### config.mk
export PLATFORM = sky130hd
export DESIGN_NAME = turfio_register_core
export DESIGN_NICKNAME = d
export VERILOG_FILES = /design/src/common/turfio_reg_pkg.sv /design/src/control/phase_shift_stepper.sv /design/src/control/turfio_control_regs.sv /design/src/errcnt/timed_error_counter.sv /design/src/verilog/turfio_register_core.sv /design/src/verilog/wb_target_port.sv
export SDC_FILE = /design/constraint.sdc
export NUM_CORES = 1
export LEC_CHECK = 0
export BUFFER_PORTS_ARGS = -buffer_cell sky130_fd_sc_hd__buf_2
export CELL_PAD_IN_SITES_DETAIL_PLACEMENT = 1
export CELL_PAD_IN_SITES_GLOBAL_PLACEMENT = 1
export CORE_MARGIN = 1.5
export CORE_UTILIZATION = 45
export DETAILED_ROUTE_END_ITERATION = 8
export PLACE_DENSITY = 0.8
export SYNTH_ARGS = -nofsm -noshare
export SYNTH_HDL_FRONTEND = slang
export SYNTH_SLANG_ARGS = --single-unit
export TNS_END_PERCENT = 10
### constraint.sdc
create_clock -name wb_clk_i -period 4.3 [get_ports wb_clk_i]
set_input_delay 0.645 -clock wb_clk_i [delete_from_list [all_inputs] [get_ports wb_clk_i]]
set_output_delay 0.645 -clock wb_clk_i [all_outputs]
set_load 0.05 [all_outputs]
### src/common/turfio_reg_pkg.sv
package turfio_reg_pkg;

    ////////////////////////////////////////
    // bus widths and address map
    ////////////////////////////////////////

    localparam int NUM_ADR_BITS = 11;

    typedef logic [NUM_ADR_BITS-1:0] wb_adr_t;
    typedef logic [31:0]             wb_data_t;
    typedef logic [3:0]              wb_sel_t;

    // bits 7:6 pick the region, low six bits pick the register
    localparam wb_adr_t DOMAIN_MASK   = 11'h0C0;
    localparam wb_adr_t REGISTER_MASK = 11'h03F;
    localparam wb_adr_t CTRL_DOMAIN   = 11'h000;
    localparam wb_adr_t CNT_DOMAIN    = 11'h040;

    localparam wb_adr_t CONTROL_REG = 11'h000;
    localparam wb_adr_t BIT_ERR_REG = 11'h040;
    localparam wb_adr_t CAPTURE_REG = 11'h044;

    ////////////////////////////////////////
    // payload widths
    ////////////////////////////////////////

    // 56 fine steps per VCO period times 12
    localparam int PS_BITS = 10;
    typedef logic [PS_BITS-1:0] ps_value_t;
    localparam ps_value_t PS_MAX = 10'd671;

    localparam int INTERVAL_BITS = 24;
    typedef logic [INTERVAL_BITS-1:0] interval_t;

    localparam int ERR_COUNT_BITS = 25;
    typedef logic [ERR_COUNT_BITS-1:0] err_count_t;

    localparam int CAPTURE_BITS = 4;
    typedef logic [CAPTURE_BITS-1:0] capture_t;

    ////////////////////////////////////////
    // grouped signals
    ////////////////////////////////////////

    // request as held for the ack cycle
    typedef struct packed {
        wb_adr_t  adr;
        wb_data_t dat;
        wb_sel_t  sel;
        logic     we;
    } wb_req_t;

    typedef struct packed {
        logic cin_rst;
        logic en_vtc;
        logic idelayctrl_rst;
        logic mmcm_rst;
        logic train_en;
        logic aclk_reset;
        logic lock_req;
        logic bitslip;
        logic bitslip_rst;
        logic lock_rst;
    } ctrl_pins_t;

    // raw, not yet synchronized
    typedef struct packed {
        logic idelayctrl_rdy;
        logic mmcm_locked;
        logic aclk_locked;
        logic ifclk_alignerr;
        logic lock_status;
        logic cin_running;
    } status_pins_t;

    typedef enum logic {
        BUS_IDLE,
        BUS_ACK
    } bus_state_t;

endpackage

### src/control/phase_shift_stepper.sv
module phase_shift_stepper (
    input  logic                      wb_clk_i,
    input  logic                      wb_rst_i,
    input  turfio_reg_pkg::ps_value_t target_i,
    input  logic                      ps_done_i,
    output logic                      ps_en_o,
    output logic                      incomplete_o
);
    import turfio_reg_pkg::*;

    ps_value_t current_q;
    ps_value_t current_next;
    logic      ps_en_q;
    // a step has been issued and the MMCM has not reported done
    logic      busy_q;

    // fine phase only moves forward, so wrap after the last position
    assign current_next = (current_q == PS_MAX) ? '0 : current_q + ps_value_t'(1);

    ////////////////////////////////////////
    // step sequencing
    ////////////////////////////////////////

    always_ff @(posedge wb_clk_i) begin
        if (wb_rst_i) begin
            current_q <= '0;
            ps_en_q   <= 1'b0;
            busy_q    <= 1'b0;
        end else begin
            ps_en_q <= 1'b0;
            if (busy_q) begin
                if (ps_done_i) begin
                    busy_q <= 1'b0;
                end
            end else if (current_q != target_i) begin
                // issue one step and count it now
                ps_en_q   <= 1'b1;
                busy_q    <= 1'b1;
                current_q <= current_next;
            end
        end
    end

    assign ps_en_o = ps_en_q;

    // done only when settled on target with no step in flight
    assign incomplete_o = (current_q != target_i) || busy_q;

endmodule

### src/control/turfio_control_regs.sv
module turfio_control_regs (
    input  logic                         wb_clk_i,
    input  logic                         wb_rst_i,
    input  turfio_reg_pkg::wb_req_t      req_i,
    input  logic                         ctrl_wr_i,
    input  turfio_reg_pkg::status_pins_t status_i,
    input  logic                         ps_done_i,
    output turfio_reg_pkg::ctrl_pins_t   ctrl_o,
    output turfio_reg_pkg::wb_data_t     ctrl_word_o,
    output logic                         ps_en_o
);
    import turfio_reg_pkg::*;

    // levels
    logic cin_rst_q;
    logic dis_vtc_q;
    logic idelayctrl_rst_q;
    logic mmcm_rst_q;
    logic train_en_q;
    logic lock_req_q;
    logic aclk_reset_q;
    // one-cycle flags
    logic bitslip_rst_q;
    logic bitslip_q;
    logic lock_rst_q;

    ps_value_t    target_q;
    logic         ps_incomplete;
    status_pins_t status_meta_q;
    status_pins_t status_sync_q;
    logic         lock_mux;

    ////////////////////////////////////////
    // register writes by byte lane
    ////////////////////////////////////////

    always_ff @(posedge wb_clk_i) begin
        if (wb_rst_i) begin
            cin_rst_q        <= 1'b0;
            dis_vtc_q        <= 1'b0;
            idelayctrl_rst_q <= 1'b0;
            mmcm_rst_q       <= 1'b0;
            train_en_q       <= 1'b0;
            lock_req_q       <= 1'b0;
            // ACLK PLLs come up held in reset until released by software
            aclk_reset_q     <= 1'b1;
            bitslip_rst_q    <= 1'b0;
            bitslip_q        <= 1'b0;
            lock_rst_q       <= 1'b0;
            target_q         <= '0;
        end else begin
            bitslip_rst_q <= 1'b0;
            bitslip_q     <= 1'b0;
            lock_rst_q    <= 1'b0;
            if (ctrl_wr_i) begin
                if (req_i.sel[0]) begin
                    cin_rst_q        <= req_i.dat[0];
                    dis_vtc_q        <= req_i.dat[1];
                    idelayctrl_rst_q <= req_i.dat[2];
                    mmcm_rst_q       <= req_i.dat[4];
                    train_en_q       <= req_i.dat[6];
                end
                if (req_i.sel[1]) begin
                    bitslip_rst_q <= req_i.dat[8];
                    bitslip_q     <= req_i.dat[9];
                    lock_rst_q    <= req_i.dat[10];
                    lock_req_q    <= req_i.dat[11];
                    aclk_reset_q  <= req_i.dat[13];
                end
                // target needs both upper lanes
                if (req_i.sel[2] && req_i.sel[3]) begin
                    target_q <= req_i.dat[16 +: PS_BITS];
                end
            end
        end
    end

    // two-flop synchronizer for all status inputs
    always_ff @(posedge wb_clk_i) begin
        status_meta_q <= status_i;
        status_sync_q <= status_meta_q;
    end

    // one read bit shared, lock_req picks the source
    assign lock_mux = lock_req_q ? status_sync_q.lock_status : status_sync_q.cin_running;

    phase_shift_stepper u_stepper (
        .wb_clk_i(wb_clk_i), .wb_rst_i(wb_rst_i),
        .target_i(target_q), .ps_done_i(ps_done_i),
        .ps_en_o(ps_en_o), .incomplete_o(ps_incomplete)
    );

    ////////////////////////////////////////
    // pins and read-back
    ////////////////////////////////////////

    assign ctrl_o.cin_rst        = cin_rst_q;
    assign ctrl_o.en_vtc         = ~dis_vtc_q;
    assign ctrl_o.idelayctrl_rst = idelayctrl_rst_q;
    assign ctrl_o.mmcm_rst       = mmcm_rst_q;
    assign ctrl_o.train_en       = train_en_q;
    assign ctrl_o.aclk_reset     = aclk_reset_q;
    assign ctrl_o.lock_req       = lock_req_q;
    assign ctrl_o.bitslip        = bitslip_q;
    assign ctrl_o.bitslip_rst    = bitslip_rst_q;
    assign ctrl_o.lock_rst       = lock_rst_q;

    assign ctrl_word_o = {ps_incomplete, {(15 - PS_BITS){1'b0}}, target_q,
                          status_sync_q.ifclk_alignerr, status_sync_q.aclk_locked,
                          aclk_reset_q, lock_mux, lock_req_q, lock_rst_q,
                          bitslip_q, bitslip_rst_q, 1'b0, train_en_q,
                          status_sync_q.mmcm_locked, mmcm_rst_q,
                          status_sync_q.idelayctrl_rdy, idelayctrl_rst_q,
                          dis_vtc_q, cin_rst_q};

endmodule

### src/errcnt/timed_error_counter.sv
module timed_error_counter (
    input  logic                       wb_clk_i,
    input  logic                       wb_rst_i,
    input  turfio_reg_pkg::interval_t  interval_i,
    input  logic                       interval_load_i,
    input  logic                       err_i,
    output turfio_reg_pkg::err_count_t count_o
);
    import turfio_reg_pkg::*;

    interval_t  interval_q;
    interval_t  timer_q;
    err_count_t acc_q;
    err_count_t acc_next;
    err_count_t count_q;
    logic       err_q;
    logic       window_end;

    // error input registered once before counting
    always_ff @(posedge wb_clk_i) begin
        err_q <= err_i;
    end

    assign acc_next   = acc_q + err_count_t'(err_q);
    assign window_end = (timer_q == interval_q - interval_t'(1));

    ////////////////////////////////////////
    // window timer and accumulator
    ////////////////////////////////////////

    always_ff @(posedge wb_clk_i) begin
        if (wb_rst_i) begin
            interval_q <= '0;
            timer_q    <= '0;
            acc_q      <= '0;
            count_q    <= '0;
        end else if (interval_load_i) begin
            // new interval restarts the window, last result stays visible
            interval_q <= interval_i;
            timer_q    <= '0;
            acc_q      <= '0;
        end else if (interval_q != '0) begin
            if (window_end) begin
                count_q <= acc_next;
                acc_q   <= '0;
                timer_q <= '0;
            end else begin
                acc_q   <= acc_next;
                timer_q <= timer_q + interval_t'(1);
            end
        end
        // zero interval leaves everything frozen
    end

    assign count_o = count_q;

endmodule

### src/verilog/turfio_register_core.sv
module turfio_register_core (
    input  logic                      wb_clk_i,
    input  logic                      wb_rst_i,
    input  logic                      wb_cyc_i,
    input  logic                      wb_stb_i,
    input  logic                      wb_we_i,
    input  turfio_reg_pkg::wb_adr_t   wb_adr_i,
    input  turfio_reg_pkg::wb_data_t  wb_dat_i,
    input  turfio_reg_pkg::wb_sel_t   wb_sel_i,
    output turfio_reg_pkg::wb_data_t  wb_dat_o,
    output logic                      wb_ack_o,
    input  logic                      capture_err_i,
    input  logic                      ps_done_i,
    input  logic                      idelayctrl_rdy_i,
    input  logic                      mmcm_locked_i,
    input  logic                      aclk_locked_i,
    input  logic                      ifclk_alignerr_i,
    input  logic                      lock_status_i,
    input  logic                      cin_running_i,
    input  turfio_reg_pkg::capture_t  capture_data_i,
    output logic                      ps_en_o,
    output logic                      capture_req_o,
    output logic                      cin_rst_o,
    output logic                      en_vtc_o,
    output logic                      idelayctrl_rst_o,
    output logic                      mmcm_rst_o,
    output logic                      aclk_reset_o,
    output logic                      lock_req_o,
    output logic                      bitslip_o,
    output logic                      bitslip_rst_o,
    output logic                      lock_rst_o,
    output logic [1:0]                train_en_o
);
    import turfio_reg_pkg::*;

    wb_req_t      req;
    logic         ctrl_wr;
    logic         interval_load;
    wb_data_t     ctrl_word;
    err_count_t   err_count;
    ctrl_pins_t   ctrl;
    status_pins_t status;

    assign status = status_pins_t'{
        idelayctrl_rdy: idelayctrl_rdy_i,
        mmcm_locked:    mmcm_locked_i,
        aclk_locked:    aclk_locked_i,
        ifclk_alignerr: ifclk_alignerr_i,
        lock_status:    lock_status_i,
        cin_running:    cin_running_i
    };

    wb_target_port u_port (
        .wb_clk_i(wb_clk_i), .wb_rst_i(wb_rst_i),
        .wb_cyc_i(wb_cyc_i), .wb_stb_i(wb_stb_i), .wb_we_i(wb_we_i),
        .wb_adr_i(wb_adr_i), .wb_dat_i(wb_dat_i), .wb_sel_i(wb_sel_i),
        .wb_dat_o(wb_dat_o), .wb_ack_o(wb_ack_o),
        .ctrl_word_i(ctrl_word), .err_count_i(err_count),
        .capture_data_i(capture_data_i), .req_o(req),
        .ctrl_wr_o(ctrl_wr), .interval_load_o(interval_load),
        .capture_req_o(capture_req_o)
    );

    turfio_control_regs u_ctrl (
        .wb_clk_i(wb_clk_i), .wb_rst_i(wb_rst_i),
        .req_i(req), .ctrl_wr_i(ctrl_wr), .status_i(status),
        .ps_done_i(ps_done_i), .ctrl_o(ctrl),
        .ctrl_word_o(ctrl_word), .ps_en_o(ps_en_o)
    );

    // interval lives in the low bits of the write data
    timed_error_counter u_errcnt (
        .wb_clk_i(wb_clk_i), .wb_rst_i(wb_rst_i),
        .interval_i(req.dat[INTERVAL_BITS-1:0]),
        .interval_load_i(interval_load),
        .err_i(capture_err_i), .count_o(err_count)
    );

    assign cin_rst_o        = ctrl.cin_rst;
    assign en_vtc_o         = ctrl.en_vtc;
    assign idelayctrl_rst_o = ctrl.idelayctrl_rst;
    assign mmcm_rst_o       = ctrl.mmcm_rst;
    assign aclk_reset_o     = ctrl.aclk_reset;
    assign lock_req_o       = ctrl.lock_req;
    assign bitslip_o        = ctrl.bitslip;
    assign bitslip_rst_o    = ctrl.bitslip_rst;
    assign lock_rst_o       = ctrl.lock_rst;
    // COUT and DOUT training share one enable
    assign train_en_o       = {2{ctrl.train_en}};

endmodule

### src/verilog/wb_target_port.sv
module wb_target_port (
    input  logic                       wb_clk_i,
    input  logic                       wb_rst_i,
    input  logic                       wb_cyc_i,
    input  logic                       wb_stb_i,
    input  logic                       wb_we_i,
    input  turfio_reg_pkg::wb_adr_t    wb_adr_i,
    input  turfio_reg_pkg::wb_data_t   wb_dat_i,
    input  turfio_reg_pkg::wb_sel_t    wb_sel_i,
    output turfio_reg_pkg::wb_data_t   wb_dat_o,
    output logic                       wb_ack_o,
    input  turfio_reg_pkg::wb_data_t   ctrl_word_i,
    input  turfio_reg_pkg::err_count_t err_count_i,
    input  turfio_reg_pkg::capture_t   capture_data_i,
    output turfio_reg_pkg::wb_req_t    req_o,
    output logic                       ctrl_wr_o,
    output logic                       interval_load_o,
    output logic                       capture_req_o
);
    import turfio_reg_pkg::*;

    bus_state_t state_q;
    wb_req_t    req_q;
    wb_data_t   rdata_q;
    wb_data_t   rdata_sel;
    logic       req_start;
    logic       ack_cycle;

    function automatic logic domain_match(input wb_adr_t adr, input wb_adr_t dom);
        return (adr & DOMAIN_MASK) == (dom & DOMAIN_MASK);
    endfunction

    function automatic logic full_match(input wb_adr_t adr, input wb_adr_t reg_adr);
        return domain_match(adr, reg_adr) &&
               ((adr & REGISTER_MASK) == (reg_adr & REGISTER_MASK));
    endfunction

    assign req_start = wb_cyc_i && wb_stb_i && (state_q == BUS_IDLE);
    assign ack_cycle = (state_q == BUS_ACK);

    ////////////////////////////////////////
    // request capture
    ////////////////////////////////////////

    // data merges byte-wise, unselected lanes keep the old value
    always_ff @(posedge wb_clk_i) begin
        if (req_start) begin
            for (int i = 0; i < 4; i++) begin
                if (wb_sel_i[i]) begin
                    req_q.dat[8*i +: 8] <= wb_dat_i[8*i +: 8];
                end
            end
            req_q.adr <= wb_adr_i;
            req_q.sel <= wb_sel_i;
            req_q.we  <= wb_we_i;
        end
    end

    always_ff @(posedge wb_clk_i) begin
        if (wb_rst_i) begin
            state_q <= BUS_IDLE;
        end else begin
            case (state_q)
                BUS_IDLE: if (wb_cyc_i && wb_stb_i) state_q <= BUS_ACK;
                BUS_ACK:  state_q <= BUS_IDLE;
                default:  state_q <= BUS_IDLE;
            endcase
        end
    end

    ////////////////////////////////////////
    // read data
    ////////////////////////////////////////

    always_comb begin
        if (domain_match(wb_adr_i, CTRL_DOMAIN)) begin
            rdata_sel = ctrl_word_i;
        end else if (full_match(wb_adr_i, BIT_ERR_REG)) begin
            rdata_sel = wb_data_t'(err_count_i);
        end else if (full_match(wb_adr_i, CAPTURE_REG)) begin
            rdata_sel = wb_data_t'(capture_data_i);
        end else begin
            rdata_sel = '0;
        end
    end

    // sampled on the request cycle, held through ack
    always_ff @(posedge wb_clk_i) begin
        if (req_start) begin
            rdata_q <= rdata_sel;
        end
    end

    // strobes to the blocks, all on the ack cycle
    assign ctrl_wr_o       = ack_cycle && req_q.we && domain_match(req_q.adr, CTRL_DOMAIN);
    assign interval_load_o = ack_cycle && req_q.we && full_match(req_q.adr, BIT_ERR_REG);
    // reads and writes both request a capture
    assign capture_req_o   = ack_cycle && full_match(req_q.adr, CAPTURE_REG);

    assign req_o    = req_q;
    assign wb_dat_o = rdata_q;
    assign wb_ack_o = ack_cycle;

endmodule

==> results of run 1 <==
power breakdown:
group          internal, mW  switching (mW)  leakage, nW
Combinational        0.0635           0.154         1.80
Sequential             2.09          0.0271         1.78
Clock                  1.14           0.806        0.371
Total                  3.29           0.988         3.95
metal layers:
layer  share of wire  track usage
met5               0            0
met4           0.020       0.0515
met3           0.036       0.0281
met2            0.50        0.412
met1            0.44        0.292
state kept, by name, summed over array words and instances, names as in the netlist, 2 cells and up:
signal / cells
u_ctrl.status_sync_q: 2
u_ctrl.status_meta_q: 6
u_errcnt.count_o: 25
u_ctrl.ctrl_word_o: 4
u_ctrl.target_q: 10
u_port.wb_dat_o: 27
u_ctrl.u_stepper.current_q: 10
u_errcnt.timer_q: 24
u_errcnt.interval_q: 24
u_port.req_o: 39
u_errcnt.acc_q: 25
worst max-delay path: stages (launching register included):
cell and delay, ns:
dfxtp_1 0.42, nor4_2 0.56, nand4_1 0.35, or3_1 0.44, a32oi_1 0.20, a22o_1 0.22
nand3_1 0.31, o21bai_4 0.52, buf_12 0.23, nor2_1 0.07
worst max-delay path by stage:
stage,startpoint,to
2_1_floorplan,wb_cyc_i,u_port.req_o[10]
3_3_place_gp,u_errcnt.interval_q[8],u_errcnt.timer_q[7]
3_5_place_dp,u_errcnt.interval_q[8],u_errcnt.timer_q[10]
4_1_cts,u_errcnt.interval_q[8],u_errcnt.timer_q[10]
5_1_grt,u_errcnt.interval_q[9],u_errcnt.timer_q[13]
6_report,u_errcnt.interval_q[8],u_errcnt.timer_q[10]
kinds of logic after synthesis:
group | count (synthesis) | share of synthesized area
buffers and inverters | 61 | 0.0344
AO/OA/AOI/OAI | 121 | 0.0867
AND/OR/NAND/NOR | 413 | 0.218
XOR/XNOR | 102 | 0.0963
multiplexers | 31 | 0.0336
adder cells (fa/ha/maj) | 5 | 0.00674
flip-flops | 210 | 0.524
other | 1 | 0.000404
final cells by class:
cell class | instances | area [um^2] | area share
Inverter | 10 | 37.5 | 0.00351
Tap cell | 270 | 338 | 0.0316
Multi-Input combinational cell | 677 | 4120 | 0.386
Clock inverter | 10 | 90.1 | 0.00843
Timing Repair Buffer | 107 | 578 | 0.0541
Clock buffer | 32 | 659 | 0.0617
Sequential cell | 210 | 4860 | 0.455
synthesized netlist by cell type, drive strengths merged, types with 2 or more instances:
library cell / instances
and2: 20
edfxtp: 66
o21ai: 16
or4: 3
nor3b: 3
a22o: 26
xor2: 48
a211oi: 2
xnor2: 54
buf: 16
nor2b: 4
dfxtp: 144
nand4b: 2
o22ai: 2
clkbuf: 35
nor3: 21
nor4b: 9
nand4: 19
a32oi: 2
ha: 5
or2: 2
a31oi: 5
nand3b: 2
and4: 7
nand3: 30
nor4: 22
nand2: 140
and3: 15
mux2i: 30
o21bai: 3
nand2b: 7
nor2: 99
a21oi: 50
or3: 5
inv: 10
layout by cell type (no fill, tap or decap), types with 7 or more instances in the layout:
| cell | synthesis | final |
|---|---|---|
| nor4b_1 | 9 | 9 |
| a21oi_1 | 50 | 50 |
| nand2b_1 | 7 | 7 |
| buf_4 | 7 | 11 |
| o21ai_0 | 16 | 16 |
| nand4_1 | 19 | 19 |
| nand3_1 | 30 | 30 |
| nand2_1 | 140 | 140 |
| dfxtp_1 | 144 | 144 |
| nor4_1 | 19 | 19 |
| xnor2_1 | 54 | 54 |
| and3_1 | 15 | 15 |
| inv_1 | 10 | 10 |
| clkbuf_16 | 0 | 23 |
| nor3_1 | 21 | 21 |
| mux2i_1 | 30 | 30 |
| buf_2 | 1 | 95 |
| and2_1 | 20 | 20 |
| xor2_1 | 48 | 48 |
| nor2_1 | 99 | 97 |
| a22o_1 | 26 | 26 |
| edfxtp_1 | 66 | 66 |
| and4_1 | 7 | 7 |
per-stage QoR:
stage / utilization / hold slack, ns / cell area, um^2
after global placement: 0.491 / 0.313 / 9940
final: 0.528 / 0.216 / 10700
after detailed placement: 0.491 / 0.315 / 9940
after global routing: 0.528 / 0.202 / 10700
after floorplan: - / 0.310 / 9290
after CTS: 0.528 / 0.201 / 10700
==> summary.md, run 1 <==
| Metric | Value |
|---|---|
| Hold path depth | `1` |
| Initial Utilization | `0.459` |
| Vias in the first global route | `7490` |
| Placer congestion estimate | `0.915` |
| Reg2Reg Capture Point | `u_errcnt.timer_q[10]` |
| Initial antenna violation count | `0` |
| Clk sinks | `210` |
| Layout cells sized above 1 | `0.148` |
| Slew margin rel. | `0.193` |
| First-iteration detailed-routing DRC count | `332` |
| Post-synth EDFFs | `66` |
| Critical path arrival | `3.86 ns` |
| Worst skew pair latency | `0.53 ns` |
| Post-synth top area cell | `dfxtp_1` |
| Syn Inst Count | `944` |
| Core Rows | `52` |
| Fillers | `2275` |
| Post_cts resized | `0` |
| Hold Violations, Final | `0` |
| Post-DP HPWL | `17300 um` |
| Global route overflow | `0` |
| 1st-pass router iterations | `4` |
| Core Area | `20200 um^2` |
| Dpl ws | `0.867 ns` |
| Final Skew | `0.0181 ns` |
| Mean Syn Cell Area | `9.83 um^2` |
| CTS root buffer | `clkbuf_16` |
| Synth area leaders | `dfxtp_1 (31%), edfxtp_1 (21%), nand2_1 (5.7%)` |
| Number of synthesized register bits | `210` |
| Post-synth top area share | `0.311` |
| Maximum clock rate | `290 MHz` |
| Async S/R FF share, synth | `0` |
| Vias/cell | `5.46` |
| Height of the die | `147 um` |
| Hold-fix buffers at CTS | `0` |
| Worst hold start | `ifclk_alignerr_i` |
| TritonCTS clock tree | `built` |
| Die area | `21500 um^2` |
| Status | `finished clean` |
| Largest net degree at the start of global routing | `75` |
| Final setup TNS | `0 ns` |
| Leakage | `3.95 nW` |
| Deepest clock path buffer count | `3` |
| Die X | `147 um` |
| Synth Cell Area | `9280 um^2` |
| Minimum clock period | `3.45 ns` |
| Fin crit share | `0.802` |
| CP Class | `flop to flop` |
| WL/cell | `18.4 um` |
| Antenna Nets Post-Route | `0` |
| Max_cap viols | `0` |
| Num ports | `110` |
| Post-Layout Cell Count | `1316` |
| Hold crit path type | `input pin to flop` |
| Overall Power | `4.28 mW` |
| RSZ-0062 raised after global routing | `false` |
| R2R Setup Slk | `0.85 ns` |
| First-pass GRT wire length | `39500 um` |
| Seq/Total Area, Yosys | `0.524` |
| RR Startpoint | `u_errcnt.interval_q[8]` |
| Fin. max-slew vios | `0` |
| Reg2reg path depth | `9` |
| CTS Buf Count | `23` |
| VDD IR max | `0.000287 V` |
| Dpl cells | `1274` |
| Fin nets | `1098` |
| Post-synthesis cell type count | `63` |
| Worst-path clk slew | `0.06 ns` |
| Final worst slack | `0.850 ns` |
| Count of final setup violators | `0` |
| DR vias | `7183` |
| PwrDens | `400 nW/um^2` |
| H-tree depth | `1` |
| Worst-Margin Slew | `1.21 ns` |
| All-Layer GR Usage | `0.229` |
| Post-route DRC | `0` |
| Final wirelength | `24300 um` |
| Critical Path RT | `4.71 ns` |
| Post-CTS Setup Inserts | `0` |
| Critical Path Start Type | `flop` |
| Critical Path Fanout Max | `21` |
| Min-Delay Endpoint | `u_ctrl.status_meta_q[2]` |
| ANT cells | `0` |
| CP endpoint kind | `flop` |
| Main synth FF type | `dfxtp_1` |
| Area delta synth->final | `15.2%` |
| Port bufs | `95` |
| Warnings from Yosys | `0` |
Power figures use the tool's default switching activity.
==> run 2, diff against run 1 <==
ABC_AREA = 1   (was default)
CORE_UTILIZATION = 44   (was 45)
PLACE_DENSITY = 0.81   (was 0.8)
clock period = 3.35 ns   (was 4.3 ns; I/O delays follow)
==> run 2 against run 1 <==
- via count is 17% higher
- sequential share of layout area is 2.3 points lower
- clock-buffer cell count is 1 lower
- power is 32% higher
- hold slack worse by 0.14 ns
- register-to-register slack worse by 0.17 ns
- maximum frequency is 29% higher
- utilization is 1.2 points lower
- sequential power is 28% higher
- setup slack worse by 0.17 ns
- combinational power is 63% higher
- sequential cell count stayed put
- critical endpoint is now u_errcnt.acc_q[10]
==> summary.md, run 2 <==
| Metric | Value |
|---|---|
| Fin. max-slew vios | `0` |
| CP endpoint kind | `flop` |
| Crit-path most repeated cell | `nand2_1` |
| WL/cell | `17.7 um` |
| Post-DP HPWL | `20400 um` |
| VDD IR max | `0.000385 V` |
| Largest net degree at the start of global routing | `52` |
| Worst-path clk slew | `0.06 ns` |
| Register area | `4860 um^2` |
| Leakage | `4.62 nW` |
| Final wirelength | `28200 um` |
| Async S/R FF share, synth | `0` |
| Mean Syn Cell Area | `8.18 um^2` |
| Die area | `23100 um^2` |
| Critical Path Fanout Max | `26` |
| Final worst slack | `0.678 ns` |
| Min Hold Slack | `0.0739 ns` |
| Core Area | `21800 um^2` |
| Initial Utilization | `0.448` |
| Synth top cells by count | `nand2_1 (235), nor2_1 (157), dfxtp_1 (144), inv_1 (119), nand3_1 (77)` |
| Fin crit share | `0.798` |
| Status | `finished clean` |
| Maximum clock rate | `374 MHz` |
| Seq/Total Area, Yosys | `0.498` |
| Final Skew | `0.0161 ns` |
| Post-synthesis cell type count | `42` |
| Warnings from Yosys | `0` |
| Levels on crit path | `7` |
| Area delta synth->final | `15.1%` |
| Post-synth top area share | `0.295` |
| Clk sinks | `210` |
| Minimum clock period | `2.67 ns` |
| Final setup TNS | `0 ns` |
| Reg2reg path depth | `7` |
| Hold path depth | `1` |
| Hold Violations, Final | `0` |
| Fillers | `2669` |
| Syn Inst Count | `1195` |
| CTS root buffer | `clkbuf_16` |
| Critical path buffers and inverters | `2` |
| Die X | `152 um` |
| Count of final setup violators | `0` |
| Number of synthesized register bits | `210` |
| CP Class | `flop to flop` |
| Post-CTS Setup Inserts | `0` |
| H-tree depth | `1` |
| Max_cap viols | `0` |
| Worst-Margin Slew | `0.847 ns` |
| Overall Power | `5.63 mW` |
| Hold crit path type | `input pin to flop` |
| TritonCTS clock tree | `built` |
| First-pass GRT wire length | `46300 um` |
| Main synth FF type | `dfxtp_1` |
| Critical Path RT | `3.77 ns` |
| Delay of the slowest critical-path stage | `0.84 ns` |
| CTS Buf Count | `24` |
| Count leader, synth | `nand2_1` |
| Multi-input logic area | `4200 um^2` |
| Placer congestion estimate | `0.860` |
| Critical Path Start Type | `flop` |
| Placed inst area | `10500 um^2` |
| Dpl ws | `0.657 ns` |
| First-iteration detailed-routing DRC count | `386` |
| Num ports | `110` |
| Post-synth EDFFs | `66` |
| All-Layer GR Usage | `0.246` |
| Initial antenna violation count | `4` |
| Slowest-stage cell, CP | `clkinv_1` |
| Synth Cell Area | `9780 um^2` |
| 1st-pass router iterations | `5` |
| Worst-path cell chain | `nand2_1, nor4_1, nand2_1, inv_1, nor2_2, clkinv_1, a21oi_1` |
| PwrDens | `500 nW/um^2` |
| Final instance area | `11300 um^2` |
| Post-synth top area cell | `dfxtp_1` |
| Global route overflow | `0` |
| Post-route DRC | `0` |
| Hold-fix buffers at CTS | `0` |
| Fin nets | `1357` |
| Vias/cell | `5.29` |
| Core Rows | `54` |
| Commonest non-fill, non-tap cell in the layout | `nand2_1` |
| DR vias | `8409` |
| Port bufs | `95` |
| Slew margin rel. | `0.432` |
| Commonest non-fill, non-tap cells in the layout | `nand2_1 (235), nor2_1 (156), dfxtp_1 (144), inv_1 (118), buf_2 (95)` |
| Synth area leaders | `dfxtp_1 (29%), edfxtp_1 (20%), nand2_1 (9.0%)` |
| Critical path arrival | `3.09 ns` |
| Height of the die | `152 um` |
| Deepest clock path buffer count | `3` |
| Post_cts resized | `0` |
| Vias in the first global route | `8976` |
| RSZ-0062 raised after global routing | `false` |
| Worst skew pair latency | `0.53 ns` |
| Max FFs per register | `39` |
| Layout cells sized above 1 | `0.136` |
| Crit path max-delay family | `buffers and inverters` |
| Antenna Nets Post-Route | `0` |
[run 2: cell count changes in the layout (fill, tap and decap cells not counted), moves of 29 or more]
cell	delta
inv_1	+108
nand2_1	+95
nor2_1	+59
nand3_1	+47
o21ai_0	+32
nand4_1	+31
mux2i_1	-30
xnor2_1	-29
[run 2: layout make-up]
class | count | area share
Antenna cell | 4 | 0.000889
Sequential cell | 210 | 0.432
Multi-Input combinational cell | 819 | 0.373
Timing Repair Buffer | 111 | 0.0529
Clock inverter | 13 | 0.00800
Tap cell | 280 | 0.0311
Inverter | 122 | 0.0407
Clock buffer | 31 | 0.0611
[run 2: per-stage QoR]
step	util	cells
global placement	0.480	1542
floorplan	-	1199
detailed placement	0.480	1542
CTS	0.515	1586
finish	0.516	1590
global route	0.516	1590
[run 2: worst register-to-register path, stage by stage (launching register included)]
cell and delay, ns:
edfxtp_1 0.36, nand2_1 0.20, nor4_1 0.09, nand2_1 0.15, inv_1 0.10, nor2_2 0.43, clkinv_1 0.84, a21oi_1 0.40
[run 2: layer usage]
metal	global-route usage	part of all wire	vias to the layer above
li1	-	-	4147
met1	0.303	0.43	4052
met2	0.435	0.50	150
met3	0.0382	0.036	60
met4	0.0869	0.034	0
met5	0	0	-
[run 2: path summary, 6_finish.rpt]
kind / to / from / slack, ns
max: u_errcnt.acc_q[10] / u_port.req_o[0] / 0.68
min: u_errcnt.err_q / capture_err_i / 0.07
max reg2reg: u_errcnt.acc_q[10] / u_port.req_o[0] / 0.68
min reg2reg: u_ctrl.ctrl_word_o[5] / u_ctrl.status_meta_q[4] / 0.32
[run 2: power breakdown]
group / switching (mW) / internal (mW)
sequential: 0.0296 / 2.68
combinational: 0.270 / 0.0850
clock: 1.10 / 1.46
[run 2: cell families (layout without fill, tap and decap cells)]
kind of cell,after synthesis,after routing,share of synthesized area
compound gates,154,154,0.0884
xor+xnor,66,66,0.0599
fa+ha+maj,5,5,0.00640
buf+inv,170,277,0.0747
flops,210,210,0.498
other cells,1,9,0.000384
simple gates,589,589,0.273
==> run 3, diff against run 2 <==
clock period = 2.67 ns   (was 3.35 ns; I/O delays follow)
==> run 3 against run 2 <==
- via count up 1.2%
- setup slack worse by 0.52 ns
- die area unchanged
- utilization up 0.76 points
- sequential cell count unchanged
- clock skew up 0.0020 ns
- wire length up 2.5%
- clock power up 27%
- power up 27%
- largest cell class unchanged
==> summary.md, run 3 (synthesized netlist as in run 2, its figures left out) <==
| Metric | Value |
|---|---|
| Height of the die | `152 um` |
| Die X | `152 um` |
| Hold path depth | `1` |
| H-tree depth | `1` |
| Reg2Reg Capture Point | `u_errcnt.count_o[9]` |
| Maximum clock rate | `398 MHz` |
| Hold Violations, Final | `0` |
| Critical Path RT | `3.06 ns` |
| Commonest non-fill, non-tap cell in the layout | `nand2_1` |
| Layout cells sized above 1 | `0.138` |
| All-Layer GR Usage | `0.247` |
| Worst skew pair latency | `0.52 ns` |
| Minimum clock period | `2.51 ns` |
| Slew margin rel. | `0.385` |
| RSZ-0062 raised after global routing | `true` |
| TritonCTS clock tree | `built` |
| RR Startpoint | `u_errcnt.interval_q[0]` |
| Post-route DRC | `0` |
| Area delta synth->final | `16.8%` |
| Worst-path clk slew | `0.06 ns` |
| Final Skew | `0.0181 ns` |
| Post-Layout Cell Count | `1603` |
| 1st-pass router iterations | `5` |
| CTS Buf Count | `23` |
| Critical Path Fanout Max | `25` |
| Fin nets | `1372` |
| Max FFs per register | `39` |
| Final setup TNS | `0 ns` |
| Placer congestion estimate | `0.856` |
| Clk sinks | `210` |
| CTS root buffer | `clkbuf_16` |
| CP Class | `flop to flop` |
| Initial antenna violation count | `3` |
| Worst-Margin Slew | `0.917 ns` |
| DR vias | `8506` |
| Fin. max-slew vios | `0` |
| Deepest clock path buffer count | `3` |
| Fin crit share | `0.941` |
| Final worst slack | `0.158 ns` |
| Critical Path Start Type | `flop` |
| Vias/cell | `5.31` |
| Critical path arrival | `2.91 ns` |
| Die area | `23100 um^2` |
| Count of final setup violators | `0` |
| Vias in the first global route | `8713` |
| Min-Delay Endpoint | `u_port.req_o[29]` |
| Final wirelength | `28900 um` |
| Core Area | `21800 um^2` |
| PwrDens | `625 nW/um^2` |
| Leakage | `4.70 nW` |
| Reg2reg path depth | `13` |
| First-iteration detailed-routing DRC count | `508` |
| CP endpoint kind | `flop` |
| Post-DP HPWL | `20700 um` |
| Dpl cells | `1550` |
| Dpl ws | `0.169 ns` |
| Largest net degree at the start of global routing | `36` |
| Max_cap viols | `0` |
| WL/cell | `18.0 um` |
| Worst hold start | `wb_dat_i[24]` |
| Core Rows | `54` |
| VDD IR max | `0.000525 V` |
| Global route overflow | `0` |
| Status | `finished clean` |
| Overall Power | `7.14 mW` |
| First-pass GRT wire length | `46000 um` |
| Post_cts resized | `0` |
| Hold crit path type | `input pin to flop` |
| Commonest non-fill, non-tap cells in the layout | `nand2_1 (235), nor2_1 (156), dfxtp_1 (144), inv_1 (118), buf_2 (95)` |
| Initial Utilization | `0.448` |
| R2R Setup Slk | `0.16 ns` |
| Port bufs | `95` |
| Antenna Nets Post-Route | `0` |
| Num ports | `110` |
[run 3: cell count changes in the layout (fill, tap and decap cells not counted), moves of 2 or more]
cell           before  now
buf_12              0    3
bufinv_16           0    3
clkbuf_16          25   23
buf_4              16   22
dlygate4sd3_1       0    7
clkbuf_8            4    1
clkbuf_1            2    4
clkinv_2            4    2
[run 3: what timing repair did]
item	4_1_cts	5_1_grt
hold buffers	7	0
endpoints found under the hold margin	7	0
setup endpoints to repair	0	45
buffers inserted	0	1
[run 3: stage by stage]
step           hold slack [ns]  instance area, um^2  utilization
6_report                0.0538                11400        0.523
3_3_place_gp             0.311                10600        0.484
5_1_grt                 0.0453                11400        0.523
4_1_cts                 0.0374                11400        0.522
3_5_place_dp             0.313                10600        0.484
2_1_floorplan            0.310                 9800            -
[run 3: area by class of cell]
type	count	area (um^2)
well taps	280	350
clock inverters	14	161
clock buffers	28	604
multi-input cells	819	4210
fillers	2670	10400
flip-flops and latches	210	4860
repair buffers	127	771
diodes	3	7.51
inverters	122	458
[run 3: routing by layer]
layer	part of all wire	wire length, um	track usage	up-vias
li1	-	-	-	4171
met1	0.43	12300	0.309	4139
met2	0.51	14800	0.443	141
met3	0.034	980	0.0319	55
met4	0.026	762	0.0772	0
met5	0	0	0	-
[run 3: how the worst max path moves through the flow]
stage,slack [ns],cells after the start,end,startpoint
after floorplan,0.52,2,capture_req_o,u_port.wb_ack_o
after global placement,0.25,12,u_errcnt.count_o[3],u_errcnt.interval_q[0]
after detailed placement,0.17,10,u_errcnt.timer_q[5],u_errcnt.interval_q[0]
after CTS,0.15,10,u_errcnt.timer_q[12],u_errcnt.interval_q[0]
after global routing,-0.06,13,u_errcnt.count_o[9],u_errcnt.interval_q[0]
final,0.16,13,u_errcnt.count_o[9],u_errcnt.interval_q[0]
[run 3: critical path, cell delays in order, from the launching register on]
cell     delay [ns]
dfxtp_1        0.32
inv_1          0.11
ha_1           0.22
nand2_2        0.11
nor2_4         0.33
nand3_1        0.13
nand2_1        0.08
nand2_1        0.06
nor2_2         0.14
nand3_2        0.12
nor2_8         0.19
nand3_4        0.31
nand2_1        0.19
a21oi_1        0.08
[run 3: report_power, final]
group | total (mW) | internal (mW) | leakage (nW) | switching [mW]
Clock | 3.25 | 1.91 | 0.368 | 1.34
Sequential | 3.40 | 3.37 | 1.79 | 0.0391
Combinational | 0.479 | 0.133 | 2.54 | 0.346
